--- config.mk ---
export PLATFORM = sky130hd
export DESIGN_NAME = ac97_ctrl_top
export DESIGN_NICKNAME = d
export VERILOG_FILES = /design/src/common/ac97_pkg.sv /design/src/fifo/sample_fifo.sv /design/src/verilog/ac97_bus_regs.sv /design/src/verilog/ac97_ctrl_top.sv /design/src/verilog/sample_tick_gen.sv
export VERILOG_INCLUDE_DIRS = /design/src /design/src/common
export SDC_FILE = /design/constraint.sdc
export NUM_CORES = 1
export LEC_CHECK = 0
export BUFFER_PORTS_ARGS = -buffer_cell sky130_fd_sc_hd__clkbuf_2
export CAP_MARGIN = 5
export CELL_PAD_IN_SITES_DETAIL_PLACEMENT = 0
export CELL_PAD_IN_SITES_GLOBAL_PLACEMENT = 1
export CORE_MARGIN = 5
export CORE_UTILIZATION = 45
export DETAILED_ROUTE_END_ITERATION = 8
export GPL_ROUTABILITY_DRIVEN = 0
export GPL_TIMING_DRIVEN = 0
export PLACE_DENSITY = 0.69
export SYNTH_ARGS = -nofsm -noshare
export SYNTH_HDL_FRONTEND = slang
export SYNTH_SLANG_ARGS = --single-unit
--- constraint.sdc ---
create_clock -name clk_adc_125mhz -period 4.94 [get_ports clk_adc_125mhz]
set_input_delay 0.741 -clock clk_adc_125mhz [delete_from_list [all_inputs] [get_ports clk_adc_125mhz]]
set_output_delay 0.741 -clock clk_adc_125mhz [all_outputs]
set_load 0.03 [all_outputs]
--- src/common/ac97_cfg.svh ---
`ifndef AC97_CFG_SVH
`define AC97_CFG_SVH

// ----------------------------------------
// sample strobe divider
// ----------------------------------------
// 125 MHz / 48 kHz = 2604.1666, so five short runs of 2604 cycles
// and one long run of 2605 cycles give the exact average
`define AC97_TICK_CTR_MAX 2604   // last count value of a run
`define AC97_TICK_FRC_MAX 5      // short runs before the long run

// ----------------------------------------
// sample fifos
// ----------------------------------------
`define AC97_FIFO_DEPTH 16       // stereo pairs per fifo
`define AC97_CNT_W 5             // count 0..16
`define AC97_SAMPLE_W 16         // one channel

// ----------------------------------------
// system bus
// ----------------------------------------
`define AC97_BUS_AW 20           // decoded offset bits
`define AC97_BUS_DW 32           // data width

// register offsets
`define AC97_ADDR_PLAY 20'h00000       // play fifo, write only
`define AC97_ADDR_REC 20'h00004        // record fifo, read only
`define AC97_ADDR_STAT 20'h00008       // status word, read only
`define AC97_ADDR_FIFO_RST 20'h0000C   // fifo flush, write only

`endif

--- src/common/ac97_pkg.sv ---
`include "ac97_cfg.svh"

package ac97_pkg;

  // ----------------------------------------
  // payload types
  // ----------------------------------------

  // right in the upper half, left in the lower half
  typedef struct packed {
    logic [`AC97_SAMPLE_W-1:0] right;  // bits 31:16
    logic [`AC97_SAMPLE_W-1:0] left;   // bits 15:0
  } sample_pair_t;

  typedef struct packed {
    logic [`AC97_CNT_W-1:0] count;  // entries held
    logic                   empty;  // count == 0
    logic                   full;   // count == depth
    logic                   half;   // at least half the depth
    logic                   lost;   // sticky over/underrun
  } fifo_status_t;

  // ----------------------------------------
  // bus types
  // ----------------------------------------
  typedef struct packed {
    logic [`AC97_BUS_AW-1:0] addr;   // byte offset
    logic [`AC97_BUS_DW-1:0] wdata;  // write data
    logic                    wen;    // one-cycle write strobe
    logic                    ren;    // one-cycle read strobe
  } bus_req_t;

  typedef struct packed {
    logic [`AC97_BUS_DW-1:0] rdata;  // valid with ack
    logic                    ack;    // one cycle after the request
  } bus_rsp_t;

  typedef enum logic [`AC97_BUS_AW-1:0] {
    reg_play     = `AC97_ADDR_PLAY,
    reg_rec      = `AC97_ADDR_REC,
    reg_stat     = `AC97_ADDR_STAT,
    reg_fifo_rst = `AC97_ADDR_FIFO_RST
  } reg_addr_e;

  // fill-level condition that raises a fifo interrupt
  typedef enum logic [2:0] {
    irq_none       = 3'd0,  // held low
    irq_empty      = 3'd1,  // count == 0
    irq_half_empty = 3'd2,  // count <= 7
    irq_half_full  = 3'd3,  // count >= 8
    irq_full       = 3'd4   // count == 16
  } irq_level_e;

endpackage

--- src/fifo/sample_fifo.sv ---
`timescale 1ns/10ps
`include "ac97_cfg.svh"

module sample_fifo import ac97_pkg::*; #(
  parameter irq_level_e IRQ_LEVEL = irq_none  // interrupt condition
) (
  input  logic         clk_adc_125mhz,  // adc clock
  input  logic         adc_rstn_i,      // sync reset, active low
  input  logic         flush_i,         // empty the fifo, clear lost
  input  logic         push_i,          // write one pair
  input  sample_pair_t push_data_i,     // pair to write
  input  logic         pop_i,           // drop the head pair
  output sample_pair_t head_o,          // oldest pair, no pop needed
  output fifo_status_t status_o,        // count and flags
  output logic         irq_o            // registered fill-level interrupt
);

  localparam int PTR_W = $clog2(`AC97_FIFO_DEPTH);
  localparam logic [`AC97_CNT_W-1:0] CNT_FULL = `AC97_CNT_W'(`AC97_FIFO_DEPTH);
  localparam logic [`AC97_CNT_W-1:0] CNT_HALF = `AC97_CNT_W'(`AC97_FIFO_DEPTH / 2);

  sample_pair_t           mem [`AC97_FIFO_DEPTH];  // circular buffer
  logic [PTR_W-1:0]       wr_ptr;
  logic [PTR_W-1:0]       rd_ptr;
  logic [`AC97_CNT_W-1:0] count;
  logic                   lost_q;   // sticky over/underrun
  logic                   is_empty;
  logic                   is_full;
  logic                   do_push;  // accepted push
  logic                   do_pop;   // accepted pop

  assign is_empty = (count == '0);
  assign is_full  = (count == CNT_FULL);
  assign do_push  = push_i && !is_full;   // push into full is dropped
  assign do_pop   = pop_i && !is_empty;   // pop from empty does nothing

  // ----------------------------------------
  // storage
  // ----------------------------------------
  always_ff @(posedge clk_adc_125mhz) begin
    if (do_push && !flush_i)
      mem[wr_ptr] <= push_data_i;
  end

  assign head_o = mem[rd_ptr];  // read-ahead head

  // ----------------------------------------
  // pointers, count and lost
  // ----------------------------------------
  always_ff @(posedge clk_adc_125mhz) begin
    if (!adc_rstn_i || flush_i) begin
      wr_ptr <= '0;
      rd_ptr <= '0;
      count  <= '0;
      lost_q <= 1'b0;
    end else begin
      if (do_push)
        wr_ptr <= wr_ptr + 1'b1;  // wraps at depth
      if (do_pop)
        rd_ptr <= rd_ptr + 1'b1;
      case ({do_push, do_pop})
        2'b10:   count <= count + 1'b1;
        2'b01:   count <= count - 1'b1;
        default: count <= count;  // none or both
      endcase
      if ((push_i && is_full) || (pop_i && is_empty))
        lost_q <= 1'b1;
    end
  end

  assign status_o = '{count: count, empty: is_empty, full: is_full,
                      half: (count >= CNT_HALF), lost: lost_q};

  // ----------------------------------------
  // interrupt level, follows the count one cycle later
  // ----------------------------------------
  always_ff @(posedge clk_adc_125mhz) begin
    if (!adc_rstn_i) begin
      irq_o <= 1'b0;
    end else begin
      case (IRQ_LEVEL)
        irq_empty:      irq_o <= is_empty;
        irq_half_empty: irq_o <= (count < CNT_HALF);   // 7 or fewer
        irq_half_full:  irq_o <= (count >= CNT_HALF);  // 8 or more
        irq_full:       irq_o <= is_full;
        default:        irq_o <= 1'b0;                 // irq_none
      endcase
    end
  end

endmodule

--- src/verilog/ac97_bus_regs.sv ---
`timescale 1ns/10ps
`include "ac97_cfg.svh"

module ac97_bus_regs import ac97_pkg::*; (
  input  logic         clk_adc_125mhz,  // adc clock
  input  logic         adc_rstn_i,      // sync reset, active low
  input  bus_req_t     bus_req_i,       // cpu request
  output bus_rsp_t     bus_rsp_o,       // rdata and ack
  output logic         play_push_o,     // pair assembled
  output sample_pair_t play_data_o,     // assembled play pair
  output logic         play_flush_o,    // flush play fifo
  input  sample_pair_t rec_head_i,      // record fifo head
  output logic         rec_pop_o,       // pair fully read
  output logic         rec_flush_o,     // flush record fifo
  input  fifo_status_t play_stat_i,     // play fifo state
  input  fifo_status_t rec_stat_i       // record fifo state
);

  localparam int PAD_W = `AC97_BUS_DW - `AC97_SAMPLE_W;

  logic                    ack_q;
  logic [`AC97_BUS_DW-1:0] rdata_q;
  logic [`AC97_BUS_DW-1:0] stat_word;     // packed status register
  sample_pair_t            play_pair_q;   // left/right being assembled
  logic                    play_is_right; // next play write is the right half
  logic                    rec_is_right;  // next record read is the right half
  logic                    play_push_q;
  logic                    play_flush_q;
  logic                    rec_flush_q;
  logic                    rec_pop_q;

  // status word, bit 0 upward
  assign stat_word = {{(`AC97_BUS_DW-8){1'b0}},
                      rec_stat_i.lost,     // bit 7
                      play_stat_i.lost,    // bit 6
                      2'b00,               // bits 5:4 reserved
                      rec_stat_i.empty,    // bit 3
                      rec_stat_i.full,     // bit 2
                      play_stat_i.half,    // bit 1
                      play_stat_i.full};   // bit 0

  // ----------------------------------------
  // control strobes and half selection
  // ----------------------------------------
  always_ff @(posedge clk_adc_125mhz) begin
    if (!adc_rstn_i) begin
      ack_q         <= 1'b0;
      play_is_right <= 1'b0;
      rec_is_right  <= 1'b0;
      play_push_q   <= 1'b0;
      play_flush_q  <= 1'b0;
      rec_flush_q   <= 1'b0;
      rec_pop_q     <= 1'b0;
    end else begin
      ack_q        <= bus_req_i.wen || bus_req_i.ren;  // any address
      play_push_q  <= 1'b0;  // pulse defaults
      play_flush_q <= 1'b0;
      rec_flush_q  <= 1'b0;
      rec_pop_q    <= 1'b0;
      if (bus_req_i.wen) begin
        case (bus_req_i.addr)
          reg_play: begin
            play_is_right <= !play_is_right;
            play_push_q   <= play_is_right;  // second write completes the pair
          end
          reg_fifo_rst: begin
            play_flush_q <= bus_req_i.wdata[0];
            rec_flush_q  <= bus_req_i.wdata[1];
            if (bus_req_i.wdata[0])
              play_is_right <= 1'b0;  // restart pairing at left
            if (bus_req_i.wdata[1])
              rec_is_right <= 1'b0;   // restart reads at left
          end
          default: ;  // ignored, still acked
        endcase
      end else if (bus_req_i.ren && (bus_req_i.addr == reg_rec)) begin
        rec_is_right <= !rec_is_right;
        rec_pop_q    <= rec_is_right;  // right half read drops the pair
      end
    end
  end

  // ----------------------------------------
  // play pair and read data
  // ----------------------------------------
  always_ff @(posedge clk_adc_125mhz) begin
    if (bus_req_i.wen && (bus_req_i.addr == reg_play)) begin
      if (play_is_right)
        play_pair_q.right <= bus_req_i.wdata[`AC97_SAMPLE_W-1:0];
      else
        play_pair_q.left <= bus_req_i.wdata[`AC97_SAMPLE_W-1:0];
    end
    rdata_q <= '0;  // zero outside read cycles
    if (bus_req_i.ren) begin
      case (bus_req_i.addr)
        reg_rec: begin
          if (rec_is_right)
            rdata_q <= {{PAD_W{1'b0}}, rec_head_i.right};
          else
            rdata_q <= {{PAD_W{1'b0}}, rec_head_i.left};
        end
        reg_stat: rdata_q <= stat_word;
        default:  rdata_q <= '0;  // write-only or unknown
      endcase
    end
  end

  assign bus_rsp_o    = '{rdata: rdata_q, ack: ack_q};
  assign play_push_o  = play_push_q;
  assign play_data_o  = play_pair_q;
  assign play_flush_o = play_flush_q;
  assign rec_flush_o  = rec_flush_q;
  assign rec_pop_o    = rec_pop_q;

endmodule

--- src/verilog/ac97_ctrl_top.sv ---
`timescale 1ns/10ps

module ac97_ctrl_top import ac97_pkg::*; (
  input  logic         clk_adc_125mhz,   // adc clock
  input  logic         adc_rstn_i,       // sync reset, active low
  output logic [1:0]   ac97_clks_o,      // {48k, 8k} strobes
  output sample_pair_t ac97_line_out_o,  // play samples
  input  sample_pair_t ac97_line_in_i,   // record samples
  output logic         ac97_irq_play_o,  // play fifo interrupt
  output logic         ac97_irq_rec_o,   // record fifo interrupt
  input  bus_req_t     bus_req_i,        // cpu request
  output bus_rsp_t     bus_rsp_o         // cpu response
);

  logic         tick_48k;
  logic         tick_8k;
  logic         play_push;
  sample_pair_t play_data;
  logic         play_flush;
  sample_pair_t play_head;
  fifo_status_t play_stat;
  logic         rec_pop;
  logic         rec_flush;
  sample_pair_t rec_head;
  fifo_status_t rec_stat;

  sample_tick_gen u_tick_gen (
    .clk_adc_125mhz (clk_adc_125mhz),
    .adc_rstn_i     (adc_rstn_i),
    .tick_48k_o     (tick_48k),
    .tick_8k_o      (tick_8k)
  );

  assign ac97_clks_o = {tick_48k, tick_8k};

  // ----------------------------------------
  // play path, cpu to line out
  // ----------------------------------------
  sample_fifo #(.IRQ_LEVEL(irq_half_empty)) u_play_fifo (
    .clk_adc_125mhz (clk_adc_125mhz),
    .adc_rstn_i     (adc_rstn_i),
    .flush_i        (play_flush),
    .push_i         (play_push),
    .push_data_i    (play_data),
    .pop_i          (tick_48k),  // one pair per strobe
    .head_o         (play_head),
    .status_o       (play_stat),
    .irq_o          (ac97_irq_play_o)
  );

  // line out holds the popped pair until the next strobe
  always_ff @(posedge clk_adc_125mhz) begin
    if (!adc_rstn_i)
      ac97_line_out_o <= '0;
    else if (tick_48k && !play_stat.empty)
      ac97_line_out_o <= play_head;  // empty keeps the last pair
  end

  // ----------------------------------------
  // record path, line in to cpu
  // ----------------------------------------
  sample_fifo #(.IRQ_LEVEL(irq_half_full)) u_rec_fifo (
    .clk_adc_125mhz (clk_adc_125mhz),
    .adc_rstn_i     (adc_rstn_i),
    .flush_i        (rec_flush),
    .push_i         (tick_48k),  // capture on each strobe
    .push_data_i    (ac97_line_in_i),
    .pop_i          (rec_pop),
    .head_o         (rec_head),
    .status_o       (rec_stat),
    .irq_o          (ac97_irq_rec_o)
  );

  ac97_bus_regs u_bus_regs (
    .clk_adc_125mhz (clk_adc_125mhz),
    .adc_rstn_i     (adc_rstn_i),
    .bus_req_i      (bus_req_i),
    .bus_rsp_o      (bus_rsp_o),
    .play_push_o    (play_push),
    .play_data_o    (play_data),
    .play_flush_o   (play_flush),
    .rec_head_i     (rec_head),
    .rec_pop_o      (rec_pop),
    .rec_flush_o    (rec_flush),
    .play_stat_i    (play_stat),
    .rec_stat_i     (rec_stat)
  );

endmodule

--- src/verilog/sample_tick_gen.sv ---
`timescale 1ns/10ps
`include "ac97_cfg.svh"

module sample_tick_gen (
  input  logic clk_adc_125mhz,  // adc clock
  input  logic adc_rstn_i,      // sync reset, active low
  output logic tick_48k_o,      // one-cycle 48 kHz strobe
  output logic tick_8k_o        // one-cycle 8 kHz strobe
);

  localparam logic [11:0] CTR_MAX = 12'(`AC97_TICK_CTR_MAX);
  localparam logic [2:0]  FRC_MAX = 3'(`AC97_TICK_FRC_MAX);

  logic [11:0] run_ctr;  // position inside the current run
  logic [2:0]  frc_ctr;  // short runs done in this group

  // ----------------------------------------
  // fractional divider
  // ----------------------------------------
  // a run restarting at 1 is 2604 cycles long, one restarting at 0 is 2605.
  // five short runs, then one long run, six strobes per 15625 cycles
  always_ff @(posedge clk_adc_125mhz) begin
    if (!adc_rstn_i) begin
      run_ctr    <= '0;     // first run is a long one
      frc_ctr    <= '0;
      tick_48k_o <= 1'b0;
      tick_8k_o  <= 1'b0;
    end else if (run_ctr == CTR_MAX) begin
      tick_48k_o <= 1'b1;   // end of every run
      if (frc_ctr == FRC_MAX) begin
        frc_ctr   <= '0;
        run_ctr   <= '0;    // long run follows
        tick_8k_o <= 1'b1;  // once per group of six
      end else begin
        frc_ctr   <= frc_ctr + 3'd1;
        run_ctr   <= 12'd1; // short run follows
        tick_8k_o <= 1'b0;
      end
    end else begin
      tick_48k_o <= 1'b0;
      tick_8k_o  <= 1'b0;
      run_ctr    <= run_ctr + 12'd1;
    end
  end

endmodule
==> impl_metrics.json, run 1 <==
{
  "period_share_pct": 84.9,
  "async_flop_share_pct": 0,
  "antenna_found_initial": 14,
  "hold_violations": 0,
  "ios": 157,
  "cts-resized-gates": 0,
  "ys_seq_area_share_pct": 76.4,
  "cts.sinks": 1162,
  "clk_path_buf_depth": 3,
  "initial_utilization_pct": 45.2,
  "drtIter0Drc": 2654,
  "report.final.setup_viol": 0,
  "first_pass_iters": 5,
  "yosys_warnings": 0,
  "drv_cap": 0,
  "cts_setup_buffers": 0,
  "cp_data_arrival_time_ps": 4780,
  "worst_pin_slew_ps": 1190,
  "synthTopCellsByArea": "edfxtp_1 (72%), mux4_2 (15%), dfxtp_1 (4.8%)",
  "final_nets": 2530,
  "synth_seq_cells": 1162,
  "ctsRootBufferMaster": "clkbuf_16",
  "synth_flop_cell": "edfxtp_1",
  "ys_top_cells_by_count": "edfxtp_1 (1056), mux4_2 (301), nand2_1 (119)",
  "grt_pass1_vias": 22695,
  "yosysMostFrequentCell": "edfxtp_1",
  "drt-total-wl_mm": 109,
  "fin_cells": 3814,
  "htreeDepth": 3,
  "cts.clk_slew.worst_paths_ps": 60,
  "irDropWorstVdd_mv": 0.328,
  "power_mw": 19.3,
  "avgSynthCellArea_um2": 20.9,
  "grt_pass1_wl_mm": 158,
  "cts_tree": "built",
  "yosys.area.top_type": "edfxtp_1",
  "worst_skew_pair.late_latency_ps": 700,
  "syn-instance-count": 2114,
  "finalClockSkew_ps": 31.5,
  "drc": 0,
  "core-area_mm2": 0.0980,
  "crit_type": "reg2reg",
  "cp.required_ps": 5530,
  "relSlewSlack_pct": 20.7,
  "end_kind": "flip-flop",
  "synth_edf_count": 1056,
  "ant_nets": 0,
  "yosysUniqueCellTypes": 59,
  "syn_area_mm2": 0.0443,
  "placementRows": 115,
  "dp_cells": 3593,
  "rsz0062_at_grt": "no",
  "slew_viol_final": 0,
  "die_w_um": 324,
  "area_growth_pct": 16.4,
  "drt-wirelength-per-cell_um": 28.6,
  "grt_usage_pct": 20.9,
  "synth_top_area_share_pct": 71.6,
  "routed_via_density": 5.79,
  "p_per_area_mw_per_mm2": 374,
  "hold_ws_ps": 278,
  "grt-ovfl-total": 0,
  "setup_slack_ps": 748,
  "power_leakage_nw": 16.1,
  "status": "finished clean",
  "path_max_fanout": 11,
  "drive_gt1_share_pct": 29.5,
  "pre_cts_slack_ps": 769,
  "critPathLaunchType": "flip-flop",
  "postCtsHoldBufs": 0,
  "hold_class": "in2reg",
  "die_h_um": 324,
  "grt_max_degree": 21,
  "dr_total_vias": 22067,
  "fmax_ghz": 0.239,
  "die-area_mm2": 0.105,
  "min_period_ps": 4190,
  "numCtsBuffers": 116,
  "io_buffers": 124,
  "dp_hpwl_mm": 68.9
}
[report_power, final]
part | leakage, nW | internal, mW | switching [mW] | total, mW
combinational | 4.01 | 0.0351 | 0.118 | 0.153
clock | 1.78 | 4.77 | 3.69 | 8.47
sequential | 10.3 | 10.6 | 0.00256 | 10.6
[critical path, stage by stage (launching register included)]
cell	delay, ps
dfxtp_1	290
clkbuf_1	180
nor4_1	760
a21boi_1	280
buf_2	310
clkbuf_1	450
ha_1	370
clkbuf_1	200
xor2_1	190
ha_1	200
a21oi_1	260
a32oi_1	150
a21oi_1	210
xnor2_1	150
nor2_1	50
[layout by cell type, fill, tap and decap left out, types with 23 or more instances in the layout]
cell          n
buf_4        26
dfxtp_1     106
o21ai_1      34
nor2_1       67
edfxtp_1   1056
a21oi_1      35
mux2i_1      29
clkbuf_16   117
clkinv_1     24
clkbuf_1     74
mux4_2      301
nor2_4       28
buf_6        23
nand2_1     119
buf_2        32
clkbuf_2    124
[per-stage QoR]
step           utilization (%)  TNS [ps]  area, µm²
5_1_grt                   52.6         0      51500
4_1_cts                   52.6         0      51500
2_1_floorplan                -         0      44300
3_3_place_gp              47.5   -535170      46600
3_5_place_dp              48.8         0      47800
6_report                  52.6         0      51500
[metal layers]
metal	wire length [µm]	share of wire, %	track usage (%)
met1	42700	39	28.4
met2	54100	50	34.8
met3	9740	8.9	4.79
met4	2420	2.2	5.27
met5	88	0.081	0
[path summary, 6_finish.rpt]
kind                                                        start                              endpoint  slack, ps  cells past startpoint
worst max-delay path            u_play_fifo.count[2]$_SDFFE_PP0P_     u_play_fifo.count[4]$_SDFFE_PP0P_        750                     14
worst min-delay path                                bus_req_i[17]  u_bus_regs.play_data_o[31]$_DFFE_PP_        280                      1
worst max register to register  u_play_fifo.count[2]$_SDFFE_PP0P_     u_play_fifo.count[4]$_SDFFE_PP0P_        750                     14
worst min register to register   ac97_line_out_o[27]$_SDFFE_PN0P_      ac97_line_out_o[27]$_SDFFE_PN0P_        450                      2
[cell families after synthesis]
| group | count (synthesis) | synth area share, % |
|---|---|---|
| fa+ha+maj | 18 | 0.509 |
| mux | 332 | 16.0 |
| other cells | 1 | 0.00847 |
| simple gates | 302 | 3.04 |
| flops | 1162 | 76.4 |
| compound gates | 121 | 1.66 |
| xor+xnor | 34 | 0.673 |
| buf+inv | 144 | 1.66 |
[registers in the layout, summed over array words and instances (netlist names), 3 cells and up, named ones only]
signal / count
ac97_line_out_o: 32
u_play_fifo.count: 5
u_rec_fifo.wr_ptr: 4
u_bus_regs.play_data_o: 32
u_tick_gen.run_ctr: 12
u_rec_fifo.mem: 512
u_bus_regs.rdata_q: 16
u_play_fifo.rd_ptr: 4
u_tick_gen.frc_ctr: 3
u_rec_fifo.rd_ptr: 4
u_play_fifo.mem: 512
u_rec_fifo.count: 5
u_play_fifo.wr_ptr: 4
[layout make-up]
type                       instances  area (µm²)
clock buffer                     147        3070
tap                             1287        1610
clock inverter                    68         598
sequential                      1162       33800
multi-input combinational        823        9990
timing repair buffer             177        1660
antenna                            6        15.0
buffer                           127         671
inverter                          17        63.8
fill                            7576       46500
Power figures use the tool's default switching activity.
==> run 2, diff against run 1 <==
- PLACE_DENSITY: 0.69 -> 0.72
- clock period: 4.94 -> 3.6 ns (I/O delays scaled with it)
==> run 2 against run 1 <==
Effect of this change: clock-buffer cell count fell by 1; routed wire length fell by 3.3%; global-route usage fell by 0.72 points; cell count fell by 0.55%; total power rose by 37%; non-clock buffer count fell by 14; maximum frequency rose by 23%; utilization fell by 0.13 points; critical path depth rose by 1.
==> impl_metrics.json, run 2 (synthesized netlist as in run 1, its figures left out) <==
{
  "first_pass_iters": 6,
  "grt_max_degree": 23,
  "grt_pass1_wl_mm": 153,
  "min_period_ps": 3400,
  "area_growth_pct": 16.1,
  "relSlewSlack_pct": 15.2,
  "die-area_mm2": 0.105,
  "cp.required_ps": 4150,
  "grt_usage_pct": 20.2,
  "initial_utilization_pct": 45.2,
  "r2r-start": "u_play_fifo.count[2]$_SDFFE_PP0P_",
  "p_per_area_mw_per_mm2": 513,
  "drtIter0Drc": 2230,
  "grt-ovfl-total": 0,
  "setup_slack_ps": 205,
  "cp_data_arrival_time_ps": 3940,
  "period_share_pct": 94.3,
  "rsz0062_at_grt": "yes",
  "drive_gt1_share_pct": 29.1,
  "power_leakage_nw": 16.0,
  "fin_cells": 3793,
  "cts-resized-gates": 4,
  "clk_path_buf_depth": 3,
  "postCtsHoldBufs": 0,
  "pre_cts_slack_ps": -524,
  "final_util_pct": 52.4,
  "path_buf_inv": 4,
  "critPathLaunchType": "flip-flop",
  "drt-wirelength-per-cell_um": 27.8,
  "ant_nets": 0,
  "drt-total-wl_mm": 106,
  "hold_ws_ps": 101,
  "hold_path.startpoint": "bus_req_i[17]",
  "critPathTopFamily": "buffers and inverters",
  "hold_violations": 0,
  "place_area_mm2": 0.0477,
  "final_cell_mix": "edfxtp_1 (1056), mux4_2 (301), clkbuf_2 (124)",
  "cts.sinks": 1162,
  "status": "finished clean",
  "crit_type": "reg2reg",
  "io_buffers": 124,
  "reg_top3": "u_play_fifo.mem x512, u_rec_fifo.mem x512",
  "ios": 157,
  "drv_cap": 0,
  "worst_skew_pair.late_latency_ps": 700,
  "die_w_um": 324,
  "numCtsBuffers": 111,
  "core-area_mm2": 0.0980,
  "irDropWorstVdd_mv": 0.372,
  "crit_slowest_cell": "clkbuf_1",
  "cp_cell_sequence": "clkbuf_1 -> nor4_4 -> a21boi_2 -> buf_4 -> clkbuf_4 -> ha_1 -> clkbuf_1 -> xor2_1 -> ha_1 -> a21oi_1 -> nor3b_1 -> o21ai_0 -> a21oi_1 -> xnor2_1 -> nor2_1",
  "cts.clk_slew.worst_paths_ps": 60,
  "placementRows": 115,
  "report.final.setup_viol": 0,
  "antenna_found_initial": 12,
  "ctsRootBufferMaster": "clkbuf_16",
  "slew_viol_final": 0,
  "fin_area_mm2": 0.0514,
  "power_mw": 26.4,
  "drc": 0,
  "hold_class": "in2reg",
  "dp_hpwl_mm": 66.9,
  "crit_start": "u_play_fifo.count[2]$_SDFFE_PP0P_",
  "die_h_um": 324,
  "routed_via_density": 5.74,
  "cts_tree": "built",
  "worst_pin_slew_ps": 1260,
  "final_nets": 2511,
  "dp_cells": 3579,
  "dr_total_vias": 21777,
  "slowest_delay_ps": 330,
  "cts_setup_buffers": 0,
  "finalSetupTns_ps": 0,
  "layout_commonest_cell": "edfxtp_1",
  "end_kind": "flip-flop",
  "fmax_ghz": 0.295,
  "path_max_fanout": 11,
  "grt_pass1_vias": 22502,
  "htreeDepth": 3,
  "finalClockSkew_ps": 39.4
}
-- run 2: path summary, 6_finish.rpt --
check                                                            end  slack [ps]  depth (start not counted)
worst max-delay path               u_play_fifo.count[4]$_SDFFE_PP0P_         200                         15
worst min-delay path            u_bus_regs.play_data_o[31]$_DFFE_PP_         100                          1
worst max register to register     u_play_fifo.count[4]$_SDFFE_PP0P_         200                         15
worst min register to register      ac97_line_out_o[14]$_SDFFE_PN0P_         450                          2
-- run 2: worst reg2reg max path, stage by stage, from the launching register on --
cell	delay, ps
dfxtp_1	300
clkbuf_1	330
nor4_4	110
a21boi_2	260
buf_4	310
clkbuf_4	350
ha_1	190
clkbuf_1	290
xor2_1	120
ha_1	200
a21oi_1	240
nor3b_1	90
o21ai_0	160
a21oi_1	100
xnor2_1	160
nor2_1	50
-- run 2: cell type report --
cell class	instances	area, µm²
Antenna cell	4	10.0
Buffer	127	677
Clock buffer	146	3000
Clock inverter	64	634
Fill cell	7515	46600
Inverter	17	63.8
Multi-Input combinational cell	823	10000
Sequential cell	1162	33800
Tap cell	1287	1610
Timing Repair Buffer	163	1510
-- run 2: report_power, final --
part / total [mW] / internal [mW] / switching, mW
clock network: 11.6 / 6.66 / 4.91
registers: 14.6 / 14.6 / 0.00353
logic: 0.207 / 0.0482 / 0.159
total: 26.4 / 21.3 / 5.07
-- run 2: routing by layer --
| metal | track usage [%] | share of wire, % | up-vias |
|---|---|---|---|
| met4 | 5.10 | 2.2 | 6 |
| met2 | 33.8 | 50 | 895 |
| li1 | - | - | 9203 |
| met5 | 0 | 0.032 | - |
| met1 | 27.6 | 40 | 11523 |
| met3 | 3.96 | 8.0 | 150 |
